$ cat src/include/ctrlUnit_params.svh
`ifndef CTRLUNIT_PARAMS_SVH
`define CTRLUNIT_PARAMS_SVH

`define OPCODE_WIDTH 4
`define FUNC_WIDTH   6
`define ALUOP_WIDTH  4

`define OP_BNE 4'd0
`define OP_BEQ 4'd1
`define OP_BGZ 4'd2
`define OP_BLZ 4'd3
`define OP_ADI 4'd4
`define OP_ORI 4'd5
`define OP_LHI 4'd6
`define OP_LWD 4'd7
`define OP_SWD 4'd8
`define OP_JMP 4'd9
`define OP_JAL 4'd10
`define OP_ALU 4'd15 // r-type, func selects

`define FN_ADD 6'd0
`define FN_SUB 6'd1
`define FN_AND 6'd2
`define FN_ORR 6'd3
`define FN_NOT 6'd4
`define FN_TCP 6'd5
`define FN_SHL 6'd6
`define FN_SHR 6'd7
`define FN_JPR 6'd25
`define FN_JRL 6'd26
`define FN_WWD 6'd28
`define FN_HLT 6'd29

`define ALU_ADD 4'd0
`define ALU_SUB 4'd1
`define ALU_AND 4'd2
`define ALU_ORR 4'd3
`define ALU_NOT 4'd4
`define ALU_TCP 4'd5
`define ALU_SHL 4'd6
`define ALU_SHR 4'd7
`define ALU_BNE 4'd8
`define ALU_BEQ 4'd9
`define ALU_BGZ 4'd10
`define ALU_BLZ 4'd11

`endif

$ cat src/ctrlPkg.sv
`default_nettype none

`include "ctrlUnit_params.svh"

package ctrlPkg;

    typedef logic [`OPCODE_WIDTH-1:0] opcodeT;
    typedef logic [`FUNC_WIDTH-1:0] funcT;
    typedef logic [`ALUOP_WIDTH-1:0] aluOpT;
    typedef logic [1:0] srcBSelT; // 0 reg, 1 one, 2 imm, 3 zero
    typedef logic [1:0] immSelT; // 0 none, 1 sign ext, 2 jump target
    typedef logic [1:0] regDstT; // 1 rt, 2 rd, 3 link

    typedef enum logic [3:0] {
        StBoot,
        StIf1,
        StIf2,
        StIf3,
        StIf4,
        StId,
        StEx1,
        StEx2,
        StMem1,
        StMem2,
        StWb,
        StHalt
    } stageT;

    typedef enum logic [3:0] {
        ClsAlu,
        ClsImm,
        ClsLoad,
        ClsStore,
        ClsBranch,
        ClsJump,
        ClsJumpLink,
        ClsJumpReg,
        ClsJumpRegLink,
        ClsWwd,
        ClsHalt,
        ClsNop
    } instClassT;

endpackage

`default_nettype wire

$ cat src/decodeIf.sv
`timescale 1ns/1ps
`default_nettype none

interface decodeIf;

    ctrlPkg::instClassT instClass;
    ctrlPkg::aluOpT aluOp; // used in EX1 only
    logic srcA;
    ctrlPkg::srcBSelT srcB;
    ctrlPkg::immSelT immSel;

    modport decoder (output instClass, aluOp, srcA, srcB, immSel);

    // path choice needs the class alone
    modport sequencer (input instClass);

    modport generator (input instClass, aluOp, srcA, srcB, immSel);

endinterface

`default_nettype wire

$ cat src/controlGenerator.sv
`timescale 1ns/1ps
`default_nettype none

`include "ctrlUnit_params.svh"

module controlGenerator (
    input ctrlPkg::stageT stage,
    decodeIf.generator dec,
    output logic PCWriteCond,
    output logic PCWrite,
    output logic IorD,
    output logic MemRead,
    output logic MemWrite,
    output logic MemtoReg,
    output logic IRWrite,
    output logic PCSource,
    output logic ALUSrcA,
    output logic RegWrite,
    output logic InstFlag,
    output logic HLTFlag,
    output logic WWDFlag,
    output logic ALURegWrite,
    output logic MDRWrite,
    output ctrlPkg::aluOpT ALUOp,
    output ctrlPkg::srcBSelT ALUSrcB,
    output ctrlPkg::regDstT RegDst,
    output ctrlPkg::immSelT ImmGenSig
);

    logic isMem; // load or store

    assign isMem = (dec.instClass == ctrlPkg::ClsLoad) || (dec.instClass == ctrlPkg::ClsStore);

    always_comb
    begin
        PCWriteCond = 1'b0;
        PCWrite = 1'b0;
        IorD = 1'b0;
        MemRead = 1'b0;
        MemWrite = 1'b0;
        MemtoReg = 1'b0;
        IRWrite = 1'b0;
        PCSource = 1'b0;
        ALUSrcA = 1'b0;
        RegWrite = 1'b0;
        InstFlag = 1'b0;
        HLTFlag = 1'b0;
        WWDFlag = 1'b0;
        ALURegWrite = 1'b0;
        MDRWrite = 1'b0;
        ALUOp = `ALU_ADD;
        ALUSrcB = 2'd0;
        RegDst = 2'd0;
        ImmGenSig = 2'd0;
        case (stage)
            ctrlPkg::StIf1:
            begin
                MemRead = 1'b1;
                InstFlag = 1'b1;
                ALUSrcB = 2'd1; // pc + 1
            end
            ctrlPkg::StIf2:
            begin
                MemRead = 1'b1;
                ALUSrcB = 2'd1;
            end
            ctrlPkg::StIf3:
            begin
                MemRead = 1'b1;
                IRWrite = 1'b1;
                ALURegWrite = 1'b1;
                ALUSrcB = 2'd1;
            end
            ctrlPkg::StIf4:
            begin
                PCWrite = 1'b1;
                ALUSrcB = 2'd1;
            end
            ctrlPkg::StId:
            begin
                ALUSrcB = 2'd2;
                ImmGenSig = 2'd1;
                // branch target computed early
                ALURegWrite = (dec.instClass == ctrlPkg::ClsBranch);
            end
            ctrlPkg::StEx1:
            begin
                ALUOp = dec.aluOp;
                ALUSrcA = dec.srcA;
                ALUSrcB = dec.srcB;
                ImmGenSig = dec.immSel;
                WWDFlag = (dec.instClass == ctrlPkg::ClsWwd);
            end
            ctrlPkg::StEx2:
            begin
                case (dec.instClass)
                    ctrlPkg::ClsAlu, ctrlPkg::ClsImm, ctrlPkg::ClsLoad, ctrlPkg::ClsStore:
                        ALURegWrite = 1'b1;
                    ctrlPkg::ClsJump, ctrlPkg::ClsJumpLink, ctrlPkg::ClsJumpReg,
                    ctrlPkg::ClsJumpRegLink:
                        PCWrite = 1'b1; // pc from alu result
                    ctrlPkg::ClsBranch:
                    begin
                        PCWriteCond = 1'b1;
                        PCSource = 1'b1;
                    end
                    default: PCWrite = 1'b0;
                endcase
            end
            ctrlPkg::StMem1:
            begin
                IorD = isMem;
                MemRead = (dec.instClass == ctrlPkg::ClsLoad);
            end
            ctrlPkg::StMem2:
            begin
                IorD = 1'b1;
                MDRWrite = (dec.instClass == ctrlPkg::ClsLoad);
                MemWrite = (dec.instClass == ctrlPkg::ClsStore);
            end
            ctrlPkg::StWb:
            begin
                RegWrite = 1'b1;
                case (dec.instClass)
                    ctrlPkg::ClsImm: RegDst = 2'd1;
                    ctrlPkg::ClsLoad:
                    begin
                        RegDst = 2'd1;
                        MemtoReg = 1'b1;
                    end
                    ctrlPkg::ClsJumpLink, ctrlPkg::ClsJumpRegLink: RegDst = 2'd3;
                    default: RegDst = 2'd2; // rd for r-type
                endcase
            end
            ctrlPkg::StHalt: HLTFlag = 1'b1;
            default: HLTFlag = 1'b0; // boot, all idle
        endcase
    end

endmodule

`default_nettype wire

$ cat src/controlUnit.sv
`timescale 1ns/1ps
`default_nettype none

module controlUnit (
    input logic clk,
    input logic rst,
    input ctrlPkg::opcodeT opcode,
    input ctrlPkg::funcT func,
    output logic PCWriteCond,
    output logic PCWrite,
    output logic IorD,
    output logic MemRead,
    output logic MemWrite,
    output logic MemtoReg,
    output logic IRWrite,
    output logic PCSource,
    output logic ALUSrcA,
    output logic RegWrite,
    output logic InstFlag,
    output logic HLTFlag,
    output logic WWDFlag,
    output logic ALURegWrite,
    output logic MDRWrite,
    output ctrlPkg::aluOpT ALUOp,
    output ctrlPkg::srcBSelT ALUSrcB,
    output ctrlPkg::regDstT RegDst,
    output ctrlPkg::immSelT ImmGenSig
);

    ctrlPkg::stageT stage;

    decodeIf decBus ();

    instDecoder i_instDecoder (
        .clk(clk),
        .rst(rst),
        .opcode(opcode),
        .func(func),
        .irLoad(IRWrite), // latch at end of IF3
        .dec(decBus.decoder)
    );

    stageSequencer i_stageSequencer (
        .clk(clk),
        .rst(rst),
        .dec(decBus.sequencer),
        .stage(stage)
    );

    controlGenerator i_controlGenerator (
        .stage(stage),
        .dec(decBus.generator),
        .PCWriteCond(PCWriteCond),
        .PCWrite(PCWrite),
        .IorD(IorD),
        .MemRead(MemRead),
        .MemWrite(MemWrite),
        .MemtoReg(MemtoReg),
        .IRWrite(IRWrite),
        .PCSource(PCSource),
        .ALUSrcA(ALUSrcA),
        .RegWrite(RegWrite),
        .InstFlag(InstFlag),
        .HLTFlag(HLTFlag),
        .WWDFlag(WWDFlag),
        .ALURegWrite(ALURegWrite),
        .MDRWrite(MDRWrite),
        .ALUOp(ALUOp),
        .ALUSrcB(ALUSrcB),
        .RegDst(RegDst),
        .ImmGenSig(ImmGenSig)
    );

endmodule

`default_nettype wire

$ cat src/instDecoder.sv
`timescale 1ns/1ps
`default_nettype none

`include "ctrlUnit_params.svh"

module instDecoder (
    input logic clk,
    input logic rst,
    input ctrlPkg::opcodeT opcode,
    input ctrlPkg::funcT func,
    input logic irLoad,
    decodeIf.decoder dec
);

    ctrlPkg::opcodeT opReg;
    ctrlPkg::funcT funcReg;

    function automatic ctrlPkg::aluOpT fnToAluOp(input ctrlPkg::funcT fn);
        case (fn)
            `FN_ADD: return `ALU_ADD;
            `FN_SUB: return `ALU_SUB;
            `FN_AND: return `ALU_AND;
            `FN_ORR: return `ALU_ORR;
            `FN_NOT: return `ALU_NOT;
            `FN_TCP: return `ALU_TCP;
            `FN_SHL: return `ALU_SHL;
            `FN_SHR: return `ALU_SHR;
            default: return `ALU_ADD;
        endcase
    endfunction

    always_ff @(posedge clk)
    begin
        if (rst)
        begin
            opReg <= 4'd11; // unused opcode, decodes as nop
            funcReg <= '0;
        end
        else if (irLoad)
        begin
            opReg <= opcode;
            funcReg <= func;
        end
    end

    always_comb
    begin
        dec.instClass = ctrlPkg::ClsNop;
        dec.aluOp = `ALU_ADD;
        dec.srcA = 1'b0;
        dec.srcB = 2'd0;
        dec.immSel = 2'd0;
        case (opReg)
            `OP_BNE, `OP_BEQ, `OP_BGZ, `OP_BLZ:
            begin
                dec.instClass = ctrlPkg::ClsBranch;
                dec.srcA = 1'b1;
                case (opReg)
                    `OP_BNE: dec.aluOp = `ALU_BNE;
                    `OP_BEQ: dec.aluOp = `ALU_BEQ;
                    `OP_BGZ: dec.aluOp = `ALU_BGZ;
                    default: dec.aluOp = `ALU_BLZ;
                endcase
                // compare against zero for the sign tests
                dec.srcB = (opReg == `OP_BGZ || opReg == `OP_BLZ) ? 2'd3 : 2'd0;
            end
            `OP_ADI, `OP_ORI, `OP_LHI, `OP_LWD, `OP_SWD:
            begin
                dec.instClass = (opReg == `OP_LWD) ? ctrlPkg::ClsLoad :
                                (opReg == `OP_SWD) ? ctrlPkg::ClsStore : ctrlPkg::ClsImm;
                dec.aluOp = (opReg == `OP_ORI) ? `ALU_ORR : `ALU_ADD;
                dec.srcA = 1'b1;
                dec.srcB = 2'd2;
                dec.immSel = 2'd1; // sign extended
            end
            `OP_JMP, `OP_JAL:
            begin
                dec.instClass = (opReg == `OP_JMP) ? ctrlPkg::ClsJump : ctrlPkg::ClsJumpLink;
                dec.srcB = 2'd2;
                dec.immSel = 2'd2; // jump target
            end
            `OP_ALU:
            begin
                case (funcReg)
                    `FN_ADD, `FN_SUB, `FN_AND, `FN_ORR, `FN_NOT, `FN_TCP, `FN_SHL, `FN_SHR:
                    begin
                        dec.instClass = ctrlPkg::ClsAlu;
                        dec.aluOp = fnToAluOp(funcReg);
                        dec.srcB = (funcReg == `FN_SHL || funcReg == `FN_SHR) ? 2'd1 : 2'd0;
                    end
                    `FN_JPR, `FN_JRL:
                    begin
                        dec.instClass = (funcReg == `FN_JPR) ? ctrlPkg::ClsJumpReg :
                                        ctrlPkg::ClsJumpRegLink;
                        dec.srcA = 1'b1;
                        dec.srcB = 2'd3;
                    end
                    `FN_WWD: dec.instClass = ctrlPkg::ClsWwd;
                    `FN_HLT: dec.instClass = ctrlPkg::ClsHalt;
                    default: dec.instClass = ctrlPkg::ClsNop;
                endcase
            end
            default: dec.instClass = ctrlPkg::ClsNop; // opcodes 11 to 14
        endcase
    end

endmodule

`default_nettype wire

$ cat src/stageSequencer.sv
`timescale 1ns/1ps
`default_nettype none

module stageSequencer (
    input logic clk,
    input logic rst,
    decodeIf.sequencer dec,
    output ctrlPkg::stageT stage
);

    always_ff @(posedge clk)
    begin
        if (rst)
        begin
            stage <= ctrlPkg::StBoot;
        end
        else
        begin
            case (stage)
                ctrlPkg::StBoot: stage <= ctrlPkg::StIf1;
                ctrlPkg::StIf1: stage <= ctrlPkg::StIf2;
                ctrlPkg::StIf2: stage <= ctrlPkg::StIf3;
                ctrlPkg::StIf3: stage <= ctrlPkg::StIf4;
                ctrlPkg::StIf4: stage <= ctrlPkg::StId;
                ctrlPkg::StId: stage <= ctrlPkg::StEx1;
                ctrlPkg::StEx1:
                begin
                    if (dec.instClass == ctrlPkg::ClsHalt)
                        stage <= ctrlPkg::StHalt;
                    else
                        stage <= ctrlPkg::StEx2;
                end
                ctrlPkg::StEx2:
                begin
                    case (dec.instClass)
                        ctrlPkg::ClsLoad, ctrlPkg::ClsStore:
                            stage <= ctrlPkg::StMem1;
                        ctrlPkg::ClsAlu, ctrlPkg::ClsImm, ctrlPkg::ClsJumpLink,
                        ctrlPkg::ClsJumpRegLink:
                            stage <= ctrlPkg::StWb;
                        default:
                            stage <= ctrlPkg::StIf1; // branches, jumps, wwd, nop
                    endcase
                end
                ctrlPkg::StMem1: stage <= ctrlPkg::StMem2;
                ctrlPkg::StMem2:
                begin
                    if (dec.instClass == ctrlPkg::ClsLoad)
                        stage <= ctrlPkg::StWb;
                    else
                        stage <= ctrlPkg::StIf1;
                end
                ctrlPkg::StWb: stage <= ctrlPkg::StIf1;
                ctrlPkg::StHalt: stage <= ctrlPkg::StHalt; // only rst leaves
                default: stage <= ctrlPkg::StBoot;
            endcase
        end
    end

endmodule

`default_nettype wire

$ cat config.mk
export PLATFORM = sky130hd
export DESIGN_NAME = controlUnit
export DESIGN_NICKNAME = d
export VERILOG_FILES = /design/src/ctrlPkg.sv /design/src/decodeIf.sv /design/src/controlGenerator.sv /design/src/controlUnit.sv /design/src/instDecoder.sv /design/src/stageSequencer.sv
export VERILOG_INCLUDE_DIRS = /design/src /design/src/include
export SDC_FILE = /design/constraint.sdc
export NUM_CORES = 1
export LEC_CHECK = 0
export ABC_AREA = 0
export ABC_CLOCK_PERIOD_IN_PS = 3750
export BUFFER_PORTS_ARGS = -buffer_cell sky130_fd_sc_hd__clkbuf_2
export CORE_MARGIN = 2
export CORE_UTILIZATION = 35
export CTS_CLUSTER_SIZE = 30
export DETAILED_ROUTE_END_ITERATION = 12
export GPL_TIMING_DRIVEN = 0
export HOLD_SLACK_MARGIN = 0.03
export PLACE_DENSITY = 0.68
export SKIP_CTS_REPAIR_TIMING = 1
export SYNTH_ARGS = -nofsm -noshare
export SYNTH_HDL_FRONTEND = slang
export SYNTH_SLANG_ARGS = --single-unit
$ cat constraint.sdc
create_clock -name clk -period 3.75 [get_ports clk]
set_clock_uncertainty 0.1 [all_clocks]
set_input_delay 0.1875 -clock clk [delete_from_list [all_inputs] [get_ports clk]]
set_output_delay 0.1875 -clock clk [all_outputs]
set_load 0.1 [all_outputs]
==> results.py <==
metrics = {
    "status": {
        "outcome": "completed",
    },
    "yosys": {
        "synth-seq-area-share": 0.240,
        "synth_ff_type": "dfxtp_1",
        "postSynthCellCount": 200,
        "synth-compound-area-share": 0.260,
        "synthMuxAreaShare": 0.0150,
        "synthXorXnorAreaFrac": 0.0247,
        "synth_top_family_by_area": "simple AND/OR/NAND/NOR gates",
        "netlist_top_cells_area": "dfxtp_1 (24%), nand2_1 (10%), a21oi_1 (6.0%)",
        "yosysWarnings": 0,
        "ys_ff_latch": 17,
        "synth-simple-area-share": 0.405,
        "synth-edff-count": 0,
        "syn-num-nets": 212,
        "synth_top_area_frac": 0.240,
        "syn-cell-area_um2": 1420,
        "async_reset_ff_frac": 0,
        "postSynthAreaPerCell_um2": 7.09,
        "synth-adder-area-share": 0,
        "yosysTopAreaCell": "dfxtp_1",
        "ys_types": 48,
    },
    "sta": {
        "fin_crit_sh": 0.693,
        "setup_slack_ns": 1.15,
        "clock.fmax_mhz": 385,
        "relSlewSlack": 0.638,
        "finalCriticalPeriod_ns": 2.60,
        "worstMarginPinSlew_ns": 0.546,
        "slew_violations": 0,
        "fin_setup_tns_ns": 0,
        "grt_setup_unrepaired": "no",
        "hold_viol": 0,
        "finalSetupViolCount": 0,
    },
    "global_route": {
        "gr-usage-all-layers": 0.180,
        "grt_max_degree": 11,
        "grt_overflow": 0,
        "grt_pass1_vias": 1368,
        "grt_first_pass_wirelength_mm": 6.35,
        "antenna_found_initial": 0,
    },
    "die": {
        "die_h_um": 67.7,
        "die-area_um2": 4580,
        "rows": 23,
        "coreArea_um2": 3940,
        "die_w_um": 67.7,
        "io_pins": 37,
        "start_util": 0.360,
    },
    "min_path": {
        "hp-class": "input port to register",
        "holdPathEnd": "i_instDecoder.opReg[0]",
        "worstHoldPathCells": 3,
        "holdCritStartpoint": "opcode[0]",
    },
    "final_layout": {
        "layout_commonest_cell": "nand2_1",
        "fill_cells": 422,
        "finalNetCount": 253,
        "diodes": 0,
        "layout_common_cells": "nand2_1 (38), clkbuf_2 (36), nor2_1 (17), a21oi_1 (17), dfxtp_1 (17)",
        "drive_above_1_share": 0.246,
        "area_delta_synth_final_pct": 20.7,
        "design_area_um2": 1710,
        "finish.utilization": 0.434,
    },
    "routing": {
        "vias_per_cell": 5.44,
        "drt_pass1_iterations": 4,
        "routedWlPerCell_um": 13.5,
        "drtIter0Drc": 147,
        "vias": 1577,
        "drc": 0,
        "ant_nets": 0,
        "routed_wl_mm": 3.91,
    },
    "worst_setup_path": {
        "cp.required_ns": 3.46,
        "startpoint_type": "register",
        "timing.rr.end": "i_stageSequencer.stage[1]",
        "r2r_slack_ns": 2.00,
        "cp-startpoint": "i_instDecoder.opReg[2]",
        "crit_chain": "buf_2, buf_1, nand2_1, o22ai_1, a31oi_1, o22ai_1, clkbuf_2",
        "reg2reg_depth": 5,
        "crit_path_end_kind": "primary output",
        "crit_arrival_ns": 2.31,
        "cp_common_cell": "o22ai_1",
        "worstPathMaxFanout": 10,
        "cpMaxStageDelayCell": "clkbuf_2",
        "critPathKind": "register to primary output",
        "r2r-start": "i_instDecoder.funcReg[5]",
        "slowest_delay_ns": 0.49,
    },
    "placement": {
        "hpwl_mm": 3.02,
        "io_buffers": 36,
        "post-place-ws_ns": 1.45,
        "gp_congestion": 0.891,
        "postPlaceCellArea_um2": 1670,
    },
    "clock_network": {
        "clkTransAtPathRegs_ns": 0.07,
        "numCtsBuffers": 3,
        "clock-sinks": 17,
        "cts_root_buffer": "clkbuf_8",
        "h-tree-depth": 1,
        "clk_latency_ns": 0.25,
        "cts_tree": "yes",
        "clockBufferDepth": 2,
    },
    "job": {
        "drv_cap": 0,
    },
    "power_and_ir_drop": {
        "p_per_area_nw_per_um2": 246,
        "finalPower_uw": 421,
        "leakage_nw": 0.691,
        "ir_worst_vdd_v": 0.000129,
    },
}
==> per-stage QoR <==
step,std cells,hold WS [ns]
after detailed placement,286,0.303
after CTS,290,0.0431
final,290,0.0446
after global routing,290,0.0504
after floorplan,200,0.212
after global placement,286,0.303
==> cell type report <==
type | count | area (µm²) | share of cell area
multi-input combinational | 165 | 1010 | 0.587
inverter | 4 | 15.0 | 0.00877
tap | 50 | 62.6 | 0.0365
timing repair buffer | 36 | 180 | 0.105
sequential | 17 | 340 | 0.199
clock buffer | 4 | 45.0 | 0.0263
buffer | 14 | 63.8 | 0.0373
==> layer usage <==
layer	vias to the layer above	wire length, µm	global-route usage
li1	796	-	-
met1	712	1820	0.249
met2	61	1780	0.266
met3	8	233	0.0283
met4	0	83	0.0944
met5	-	0	0
==> critical path: cells and delay by family (launching register included) <==
family / cells / cell delay (ns)
AOI/OAI and AO/OA: 3 / 0.50
and+or+nand+nor: 1 / 0.11
buffers and inverters: 3 / 1.10
DFF: 1 / 0.35
==> worst max-delay path by stage <==
stage,endpoint,depth (start not counted)
finish,PCWrite,7
detailed placement,PCWrite,7
global placement,PCWrite,7
CTS,PCWrite,7
global route,PCWrite,7
floorplan,PCWriteCond,6
==> Yosys cell counts (5+ instances only) <==
library cell and count:
nor2_1 17, a21oi_1 17, nor2b_1 8, dfxtp_1 17, nand2b_1 5, clkbuf_1 6
nand3b_1 5, nor3_1 9, nand2_1 38, buf_2 6, o21ai_0 5, nand3_1 7
o21ai_1 5
==> logic make-up (layout without fill, tap and decap cells) <==
family                 Yosys count  in the layout
buffers and inverters           18             58
XOR/XNOR                         4              4
flip-flops                      17             17
multiplexers                     2              2
AND/OR/NAND/NOR                109            109
AO/OA/AOI/OAI                   50             50
==> where the power goes <==
| part | internal, mW | leakage, nW | switching, mW | total [mW] |
|---|---|---|---|---|
| Clock | 0.0753 | 0.0228 | 0.0601 | 0.135 |
| Sequential | 0.185 | 0.138 | 0.00408 | 0.189 |
| Combinational | 0.0287 | 0.531 | 0.0688 | 0.0975 |
| Total | 0.288 | 0.691 | 0.133 | 0.421 |
Power figures use the tool's default switching activity.
